===== config.mk =====
export PLATFORM = sky130hd
export DESIGN_NAME = exec_wb_top
export DESIGN_NICKNAME = d
export VERILOG_FILES = /design/src/design/wb_pkg.sv /design/src/design/alu_lane.sv /design/src/design/exec_wb_top.sv /design/src/design/mul_unit.sv /design/src/design/wb_merge.sv
export SDC_FILE = /design/constraint.sdc
export NUM_CORES = 2
export LEC_CHECK = 0
export BUFFER_PORTS_ARGS = -buffer_cell sky130_fd_sc_hd__buf_2
export CAP_MARGIN = 25
export CORE_UTILIZATION = 27
export CTS_CLUSTER_SIZE = 40
export DETAILED_ROUTE_END_ITERATION = 12
export PLACE_DENSITY_LB_ADDON = 0.08
export SLEW_MARGIN = 20
export SYNTH_ARGS = -nofsm -noshare
export SYNTH_HDL_FRONTEND = slang
export SYNTH_SLANG_ARGS = --single-unit

===== constraint.sdc =====
create_clock -name clk -period 14.7 [get_ports clk]
set_clock_uncertainty 0.2 [all_clocks]
set_input_delay 0.735 -clock clk [delete_from_list [all_inputs] [get_ports clk]]
set_output_delay 0.735 -clock clk [all_outputs]
set_load 0.02 [all_outputs]

===== src/design/wb_pkg.sv =====
package wb_pkg;

    localparam int xlen      = 32;
    localparam int rob_idx_w = 6;
    localparam int reg_idx_w = 5;
    localparam int exc_w     = 4;

    localparam logic [exc_w-1:0] exc_none    = 4'd0;
    localparam logic [exc_w-1:0] exc_illegal = 4'd2;

    localparam int mul_stages      = 3;
    localparam int mul_queue_depth = 4;
    localparam int wb_buf_depth    = 2;

    // queue and buffer bookkeeping widths.
    localparam int mul_ptr_w = $clog2(mul_queue_depth);
    localparam int mul_cnt_w = $clog2(mul_queue_depth + 1);
    localparam int wb_ptr_w  = $clog2(wb_buf_depth);
    localparam int wb_cnt_w  = $clog2(wb_buf_depth + 1);

    // code 7 is left unused and decodes as illegal.
    typedef enum logic [2:0] {
        op_add  = 3'd0,
        op_sub  = 3'd1,
        op_and  = 3'd2,
        op_or   = 3'd3,
        op_xor  = 3'd4,
        op_slt  = 3'd5,
        op_sltu = 3'd6
    } alu_op_t;

    typedef struct packed {
        logic                 valid;
        alu_op_t              op;
        logic [rob_idx_w-1:0] rob_idx;
        logic [reg_idx_w-1:0] rd;
        logic [xlen-1:0]      src_a;
        logic [xlen-1:0]      src_b;
    } alu_issue_t;

    typedef struct packed {
        logic                 valid;
        logic                 high;
        logic [rob_idx_w-1:0] rob_idx;
        logic [reg_idx_w-1:0] rd;
        logic [xlen-1:0]      src_a;
        logic [xlen-1:0]      src_b;
    } mul_issue_t;

    typedef struct packed {
        logic                 en;
        logic                 we;
        logic [rob_idx_w-1:0] rob_idx;
        logic [reg_idx_w-1:0] rd;
        logic [xlen-1:0]      res;
        logic [exc_w-1:0]     exccode;
    } wb_data_t;

endpackage


===== src/design/alu_lane.sv =====
`timescale 1ns/1ps

module alu_lane (
    input  logic               clk,
    input  logic               reset,
    input  wb_pkg::alu_issue_t issue,
    output wb_pkg::wb_data_t   wb
);

    logic [wb_pkg::xlen-1:0] res;
    logic                    legal;
    logic                    lt_signed;
    logic                    lt_unsigned;

    assign lt_signed   = $signed(issue.src_a) < $signed(issue.src_b);
    assign lt_unsigned = issue.src_a < issue.src_b;

    always_comb begin
        legal = 1'b1;
        res   = '0;
        case (issue.op)
            wb_pkg::op_add: begin
                res = issue.src_a + issue.src_b;
            end
            wb_pkg::op_sub: begin
                res = issue.src_a - issue.src_b;
            end
            wb_pkg::op_and: begin
                res = issue.src_a & issue.src_b;
            end
            wb_pkg::op_or: begin
                res = issue.src_a | issue.src_b;
            end
            wb_pkg::op_xor: begin
                res = issue.src_a ^ issue.src_b;
            end
            wb_pkg::op_slt: begin
                res = {{(wb_pkg::xlen-1){1'b0}}, lt_signed};
            end
            wb_pkg::op_sltu: begin
                res = {{(wb_pkg::xlen-1){1'b0}}, lt_unsigned};
            end
            default: begin
                // unused opcode, result stays zero.
                legal = 1'b0;
            end
        endcase
    end

    always_ff @(posedge clk) begin
        if (reset) begin
            wb.en <= 1'b0;
        end else begin
            wb.en <= issue.valid;
        end
    end

    // payload of the registered entry.
    always_ff @(posedge clk) begin
        wb.we      <= legal;
        wb.rob_idx <= issue.rob_idx;
        wb.rd      <= issue.rd;
        wb.res     <= res;
        wb.exccode <= legal ? wb_pkg::exc_none : wb_pkg::exc_illegal;
    end

endmodule


===== src/design/exec_wb_top.sv =====
`timescale 1ns/1ps

module exec_wb_top (
    input  logic               clk,
    input  logic               reset,
    input  wb_pkg::alu_issue_t alu_issue,
    input  wb_pkg::mul_issue_t mul_issue,
    output wb_pkg::wb_data_t   wb_bus,
    output logic               mul_issue_credit
);

    wb_pkg::wb_data_t alu_wb;
    wb_pkg::wb_data_t mul_wb;
    logic             wb_credit;

    alu_lane alu_lane_i (
        .clk   (clk),
        .reset (reset),
        .issue (alu_issue),
        .wb    (alu_wb)
    );

    mul_unit mul_unit_i (
        .clk          (clk),
        .reset        (reset),
        .issue        (mul_issue),
        .wb_credit    (wb_credit),
        .wb           (mul_wb),
        .issue_credit (mul_issue_credit)
    );

    // single writeback port, ALU first.
    wb_merge wb_merge_i (
        .clk       (clk),
        .reset     (reset),
        .alu_wb    (alu_wb),
        .mul_wb    (mul_wb),
        .wb_credit (wb_credit),
        .wb_bus    (wb_bus)
    );

endmodule


===== src/design/mul_unit.sv =====
`timescale 1ns/1ps

module mul_unit (
    input  logic               clk,
    input  logic               reset,
    input  wb_pkg::mul_issue_t issue,
    input  logic               wb_credit,
    output wb_pkg::wb_data_t   wb,
    output logic               issue_credit
);

    typedef struct packed {
        logic                         high;
        logic [wb_pkg::rob_idx_w-1:0] rob_idx;
        logic [wb_pkg::reg_idx_w-1:0] rd;
        logic [2*wb_pkg::xlen-1:0]    prod;
    } mul_stage_t;

    // the queue write acts as the last pipeline stage.
    logic [wb_pkg::mul_stages-2:0] stage_valid;
    mul_stage_t                    stage [wb_pkg::mul_stages-1];
    mul_stage_t                    last;

    wb_pkg::wb_data_t              done;
    wb_pkg::wb_data_t              queue [wb_pkg::mul_queue_depth];
    logic [wb_pkg::mul_ptr_w-1:0]  wr_ptr;
    logic [wb_pkg::mul_ptr_w-1:0]  rd_ptr;
    logic [wb_pkg::mul_cnt_w-1:0]  count;
    logic [wb_pkg::wb_cnt_w-1:0]   credits;
    logic                          push;
    logic                          pop;

    always_ff @(posedge clk) begin
        if (reset) begin
            stage_valid <= '0;
        end else begin
            stage_valid <= {stage_valid[wb_pkg::mul_stages-3:0], issue.valid};
        end
    end

    always_ff @(posedge clk) begin
        stage[0].high    <= issue.high;
        stage[0].rob_idx <= issue.rob_idx;
        stage[0].rd      <= issue.rd;
        stage[0].prod    <= issue.src_a * issue.src_b;
        for (int i = 1; i < wb_pkg::mul_stages - 1; i++) begin
            stage[i] <= stage[i-1];
        end
    end

    assign last = stage[wb_pkg::mul_stages-2];
    assign push = stage_valid[wb_pkg::mul_stages-2];

    // pick the requested half of the product.
    always_comb begin
        done.en      = 1'b1;
        done.we      = 1'b1;
        done.rob_idx = last.rob_idx;
        done.rd      = last.rd;
        done.res     = last.high ? last.prod[2*wb_pkg::xlen-1:wb_pkg::xlen]
                                 : last.prod[wb_pkg::xlen-1:0];
        done.exccode = wb_pkg::exc_none;
    end

    always_ff @(posedge clk) begin
        if (push) begin
            queue[wr_ptr] <= done;
        end
    end

    // head may leave only while a writeback credit is held.
    assign pop = (count != '0) && (credits != '0);

    always_ff @(posedge clk) begin
        if (reset) begin
            wr_ptr  <= '0;
            rd_ptr  <= '0;
            count   <= '0;
            credits <= wb_pkg::wb_cnt_w'(wb_pkg::wb_buf_depth);
        end else begin
            wr_ptr  <= wr_ptr + push;
            rd_ptr  <= rd_ptr + pop;
            count   <= count + push - pop;
            credits <= credits + wb_credit - pop;
        end
    end

    always_comb begin
        wb    = queue[rd_ptr];
        wb.en = pop;
    end

    assign issue_credit = pop;

endmodule


===== src/design/wb_merge.sv =====
`timescale 1ns/1ps

module wb_merge (
    input  logic             clk,
    input  logic             reset,
    input  wb_pkg::wb_data_t alu_wb,
    input  wb_pkg::wb_data_t mul_wb,
    output logic             wb_credit,
    output wb_pkg::wb_data_t wb_bus
);

    wb_pkg::wb_data_t             buffer [wb_pkg::wb_buf_depth];
    logic [wb_pkg::wb_ptr_w-1:0]  wr_ptr;
    logic [wb_pkg::wb_ptr_w-1:0]  rd_ptr;
    logic [wb_pkg::wb_cnt_w-1:0]  count;
    logic                         drain;

    // buffered entries only use slots the ALU leaves empty.
    assign drain     = !alu_wb.en && (count != '0);
    assign wb_credit = drain;

    always_ff @(posedge clk) begin
        if (mul_wb.en) begin
            buffer[wr_ptr] <= mul_wb;
        end
    end

    always_ff @(posedge clk) begin
        if (reset) begin
            wr_ptr <= '0;
            rd_ptr <= '0;
            count  <= '0;
        end else begin
            wr_ptr <= wr_ptr + mul_wb.en;
            rd_ptr <= rd_ptr + drain;
            count  <= count + mul_wb.en - drain;
        end
    end

    always_ff @(posedge clk) begin
        if (reset) begin
            wb_bus.en <= 1'b0;
        end else if (alu_wb.en) begin
            wb_bus <= alu_wb;
        end else if (drain) begin
            wb_bus <= buffer[rd_ptr];
        end else begin
            wb_bus.en <= 1'b0;
        end
    end

endmodule


* Word level (Yosys, flattened, before mapping)
Memory sizes are Yosys's and may differ from the RTL's. A register that Yosys moved wholly into a read port is not among the register bits.
Cells that the tools add are included.
W data, S select, Z words.
** Word-level totals
- Output and inout bits :: 50
- Memories :: 3
- Register bits after elaboration :: 113
- Bits of input ports :: 158
- RAM bits :: 422
- Logic and storage cells :: 71
** Memory list
- mul_unit_i.queue :: words 4, width 43, read ports 1, clocked after memory_dff 1, write ports 1, RTL line mul_unit.sv:25 : wb_pkg::wb_data_t queue [wb_pkg::mul_queue_depth];
- mul_unit_i.stage :: words 2, width 76, read ports 2, clocked after memory_dff 0, write ports 2, RTL line mul_unit.sv:21 : mul_stage_t stage [wb_pkg::mul_stages-1];
- wb_merge_i.buffer :: words 2, width 49, read ports 1, clocked after memory_dff 1, write ports 1, RTL line wb_merge.sv:12 : wb_pkg::wb_data_t buffer [wb_pkg::wb_buf_depth];
** Operators by class
- Equal/unequal tests :: 6
- Bitwise logic cells :: 4
- Reduce and logical (&&, ||, !) cells :: 10
- $mul :: 1
- Order comparisons :: 2
- Add/sub/neg operators :: 12
- Multiplexer cells :: 13
** Operators by type and width (count)
- $pmux W32 S7 :: 1
- $lt A32 B32 Y1 :: 2
- $mul A32 B32 Y64 :: 1
- $mux W49 :: 1
- $mux W48 :: 1
- $add A32 B32 Y32 :: 1
- $and A32 B32 Y32 :: 1
- $mux W32 :: 1
- $or A32 B32 Y32 :: 1
- $sub A32 B32 Y32 :: 1
- $xor A32 B32 Y32 :: 1
- $eq A3 B3 Y1 const B :: 3
- $add A2 B1 Y2 :: 4
- $mux W1 :: 7
- $reduce_or A7 Y1 :: 1
- $eq A3 B2 Y1 const B :: 2
- $reduce_bool A2 Y1 :: 3
- $mux W2 :: 2
- $sub A2 B1 Y2 :: 2
- $add A3 B1 Y3 :: 1
- $eq A3 B1 Y1 const B :: 1
- $logic_not A3 Y1 :: 1
- $reduce_bool A3 Y1 :: 1
- $sub A3 B1 Y3 :: 1
- 5 further kinds :: 7

* Longest topological paths before layout
- Depth in word-level cells :: 4
- Mapped depth :: 28
- Gate-level depth less buffers :: 27

* Hierarchy
From an unflattened synthesis, not the netlist that was laid out.
** Unflattened totals
- Cell total of the unflattened synthesis :: 5375
- Area total of the unflattened synthesis :: 55637.1 um^2
** By module, submodules not included
- mul_unit :: area each 43554.3 um^2, instances 1, cells an instance 4171, sequential area each 8428.1 um^2
- alu_lane :: area each 6411.1 um^2, instances 1, cells an instance 872, sequential area each 920.9 um^2
- wb_merge :: area each 5671.7 um^2, instances 1, cells an instance 332, sequential area each 4484.3 um^2

* Worst setup path before layout
No wires, ideal clock.
- Path kind :: input port to flip-flop
- From :: input port mul_issue[53] (netlist name)
- To :: memory mul_unit_i.stage[0][57] (netlist name)
- Arrival :: 7.390 ns
- Library setup time :: 0.086 ns
- Data required time :: 14.414 ns
- Setup slack :: 7.024 ns
- Stages on the path :: 25
- Path through :: clkbuf_1 -> and2_1 -> fa_1 -> inv_1 -> fa_1 -> fa_1 -> fa_1 -> inv_1 -> fa_1 -> fa_1 -> fa_1 -> inv_1 -> fa_1 -> inv_1 -> ha_1 -> buf_2 -> and4_1 -> a2111oi_0 -> a21oi_1 -> a21oi_1 -> nand2_1 -> a21oi_2 -> o31ai_4 -> a31o_2 -> a211oi_1
** RTL lines
- from (decl) :: RTL line exec_wb_top.sv:7 : input wb_pkg::mul_issue_t mul_issue,
- to (decl) :: RTL line mul_unit.sv:21

==> results by group <==
Critical path
  – CP arrival: 8770 ps
  – WP data required: 15010 ps
  – CP top delay family: adder cells
  – Class of the most critical setup path: in2reg
  – Highest net fanout along the worst path: 32
  – Max incr delay on CP: 740 ps
  – CP Launch Type: input pin
  – CP Buf/Inv Count: 2
  – CP max-delay cell: buf_2
  – Critical Path End Type: register
  – CP Cell Sequence: buf_2, nand2_1, fa_1, inv_1, fa_1, fa_1, fa_1, fa_1, fa_1, fa_1, fa_1, ha_1, nand4_1, nor4_1, o2111a_1, a211o_1, o21ai_1, a21oi_1, a22oi_1, a21oi_1, xor2_1
  – CP dominant cell by count: fa_1

Route
  – Drt first pass iters: 5
  – WL final: 179 mm
  – Initial DRC count: 1897
  – Via count: 36.4k
  – Wire per inst: 22.4 um
  – Vias per Instance: 4.56
  – DRT antenna net count: 0
  – # DRC: 0

Clock tree
  – Clk sinks: 519
  – Post_cts resized: 0
  – TritonCTS clock tree: done
  – H-tree lvl count: 2
  – Clk buf depth: 3
  – Post-CTS Setup Bufs: 0
  – Clk pin slew, worst setup/hold paths: 60 ps
  – TritonCTS Buffers: 52
  – Clock Root Buffer: clkbuf_16
  – Clk_lat worst skew: 580 ps
  – Hold_buf cts: 0

Timing
  – # setup viols final: 0
  – Final-report max-slew violation count: 0
  – Min Tclk post-route: 8460 ps
  – RSZ-0062 raised after global routing: false
  – Tcrit/Tclk final: 57.5%
  – Highest Clock Rate: 118 MHz
  – TNS Setup: 0 ps
  – Worst-margin pin slew: 1070 ps
  – Final hold viol count: 0
  – Slew headroom: 28.5%

Global routing
  – Vias in the first global route: 39.4k
  – First-pass GRT wire length: 267 mm
  – Met2 GRT Util: 30.0%
  – Met1 GRT Util: 24.9%
  – Overflow after GRT: 0
  – Initial antenna violation count: 10
  – Gr busiest metal: met2
  – Largest net degree at the start of global routing: 87
  – Total Routing Usage GR: 17.7%
  – Met3 usage: 1.55%

Synth
  – Seq cells post-synth: 519
  – Most area-hungry cell type in the Yosys netlist: fa_1
  – Post-Synthesis Cell Area: 54300 um2
  – Sequential-to-total area share from yosys stat: 24.8%
  – Synth top area share: 33.2%
  – Post-synth top cells: 929 x inv_1, 899 x fa_1, 612 x nand2_1
  – Post-Syn Instances: 5273
  – Syn Area/Cell: 10.3 um2
  – Share of synthesized flip-flops with an asynchronous set or reset: 0%
  – Number of flops mapped to enable cells by yosys: 305
  – Unique masters post-synth: 78
  – Synth warnings: 0
  – Predominant post-synthesis flop cell: edfxtp_1
  – Count leader, synth: inv_1
  – Synth top area cells: fa_1 33%, edfxtp_1 17%, ha_1 8.5%, dfxtp_1 7.9%, and2_1 6.6%

Die
  – Row Count: 164
  – Die Width: 450 um
  – Die area: 203000 um2
  – Die height: 450 um
  – Starting density of the core: 27.2%
  – # IOs: 208
  – Core ar.: 200000 um2

Final layout
  – Fin area: 59600 um2
  – Final #Nets: 6710
  – Fin util: 29.8%
  – Share of cells above drive strength 1: 8.56%
  – Syn-to-layout area delta: 9.73%
  – Non-filler cells in the finished layout: 7983

Placement
  – Cells after DPL: 7885
  – GPL Wtd Cong: 0.819
  – Post-DP Area: 57900 um2
  – Post-DP HPWL: 133 mm
  – Buffers on Ports: 204

Run
  – MaxCap Viol Count: 0

Worst hold path
  – Worst hold path class: in2reg

Status
  – Status: complete, no violations
-- sequential cells by signal (all words and copies together) (netlist names) --
| signal | flops |
|---|---|
| alu_lane_i.wb | 46 |
| mul_unit_i.count | 3 |
| mul_unit_i.credits | 2 |
| mul_unit_i.queue | 172 |
| mul_unit_i.rd_ptr | 2 |
| mul_unit_i.stage | 152 |
| mul_unit_i.stage_valid | 2 |
| mul_unit_i.wr_ptr | 2 |
| wb_merge_i.buffer | 88 |
| wb_merge_i.count | 2 |
| wb_merge_i.rd_ptr | 1 |
| wb_merge_i.wb_bus | 46 |
| wb_merge_i.wr_ptr | 1 |
-- worst reg2reg max path, stage by stage, from the launching register on --
cell and delay (ps):
dfxtp_2 700, buf_4 630, mux2i_1 540, o21ai_0 270
-- final cells by class --
type	count	area, um2
fill	21000	140000
multi-input combinational	3524	36200
sequential	519	13500
inverter	936	3510
tap	2656	3320
clock buffer	82	1590
timing repair buffer	251	1390
clock inverter	12	62.6
antenna	3	7.51
-- layer usage --
layer | wire length [um] | up-vias
li1 | - | 16500
met1 | 83700 | 19000
met2 | 85900 | 717
met3 | 6810 | 129
met4 | 2520 | 6
met5 | 39 | -
-- through the flow --
stage / hold slack [ps] / worst slack (ps)
6_report: 51.3 / 6240
3_5_place_dp: 112 / 5560
3_3_place_gp: 114 / 5660
2_1_floorplan: 110 / 7020
5_1_grt: 17.0 / 5820
4_1_cts: 4.26 / 6190
-- logic make-up (layout without fill, tap and decap cells) --
logic type | after synthesis | after routing | share of synthesized area [%]
DFF | 519 | 519 | 24.8
buffers and inverters | 1232 | 1281 | 8.58
and+or+nand+nor | 1497 | 1497 | 13.8
AOI/OAI and AO/OA | 556 | 556 | 6.54
muxes | 129 | 129 | 3.46
xor gates and xnor gates | 71 | 71 | 1.15
other | 1 | 6 | 0.00691
adders and majority gates | 1268 | 1268 | 41.7
-- final timing paths --
path                            cells after the start  slack, ps                             from                               end
worst max-delay path                               21       6240                    mul_issue[42]   mul_unit_i.stage[0][56]$_DFF_P_
worst min-delay path                                1         50                    alu_issue[73]         alu_lane_i.wb[45]$_DFF_P_
worst max register to register                      3      12020     wb_merge_i.rd_ptr$_SDFF_PP0_   wb_merge_i.wb_bus[11]$_DFFE_PP_
worst min register to register                      0        120  mul_unit_i.stage[0][73]$_DFF_P_  mul_unit_i.stage[0][149]$_DFF_P_
-- cells in the final DEF (no fill, tap or decap), types with 8 or more instances in the layout --
cell | netlist | final
mux2i_1 | 51 | 51
a31o_2 | 10 | 10
nor2_1 | 109 | 107
and2_1 | 572 | 572
a31oi_1 | 19 | 19
nor3_1 | 39 | 38
dfxtp_1 | 214 | 210
buf_4 | 6 | 45
fa_1 | 899 | 899
buf_2 | 10 | 204
nand2_1 | 612 | 612
inv_1 | 929 | 929
xor2_1 | 25 | 25
xnor2_1 | 46 | 46
clkbuf_16 | 0 | 54
clkbuf_8 | 0 | 13
and3_1 | 22 | 21
o21bai_1 | 25 | 25
a311oi_1 | 9 | 9
o31ai_1 | 8 | 8
mux2_2 | 34 | 34
clkbuf_1 | 258 | 11
nor2b_1 | 23 | 23
clkinv_2 | 0 | 10
o21ai_1 | 12 | 12
o21ai_0 | 126 | 126
nand4_1 | 27 | 27
o22ai_1 | 18 | 18
o211ai_1 | 19 | 19
ha_1 | 369 | 367
mux4_2 | 43 | 43
o21a_1 | 16 | 16
edfxtp_1 | 305 | 305
a21o_1 | 52 | 52
a211oi_1 | 21 | 21
nand3_1 | 30 | 30
nor4_1 | 15 | 15
a21oi_1 | 157 | 157
nand2b_1 | 15 | 15
Power is left out: the tool's default activity adds up to more than one toggle a clock period on the data nets, which glitch-free logic cannot reach.
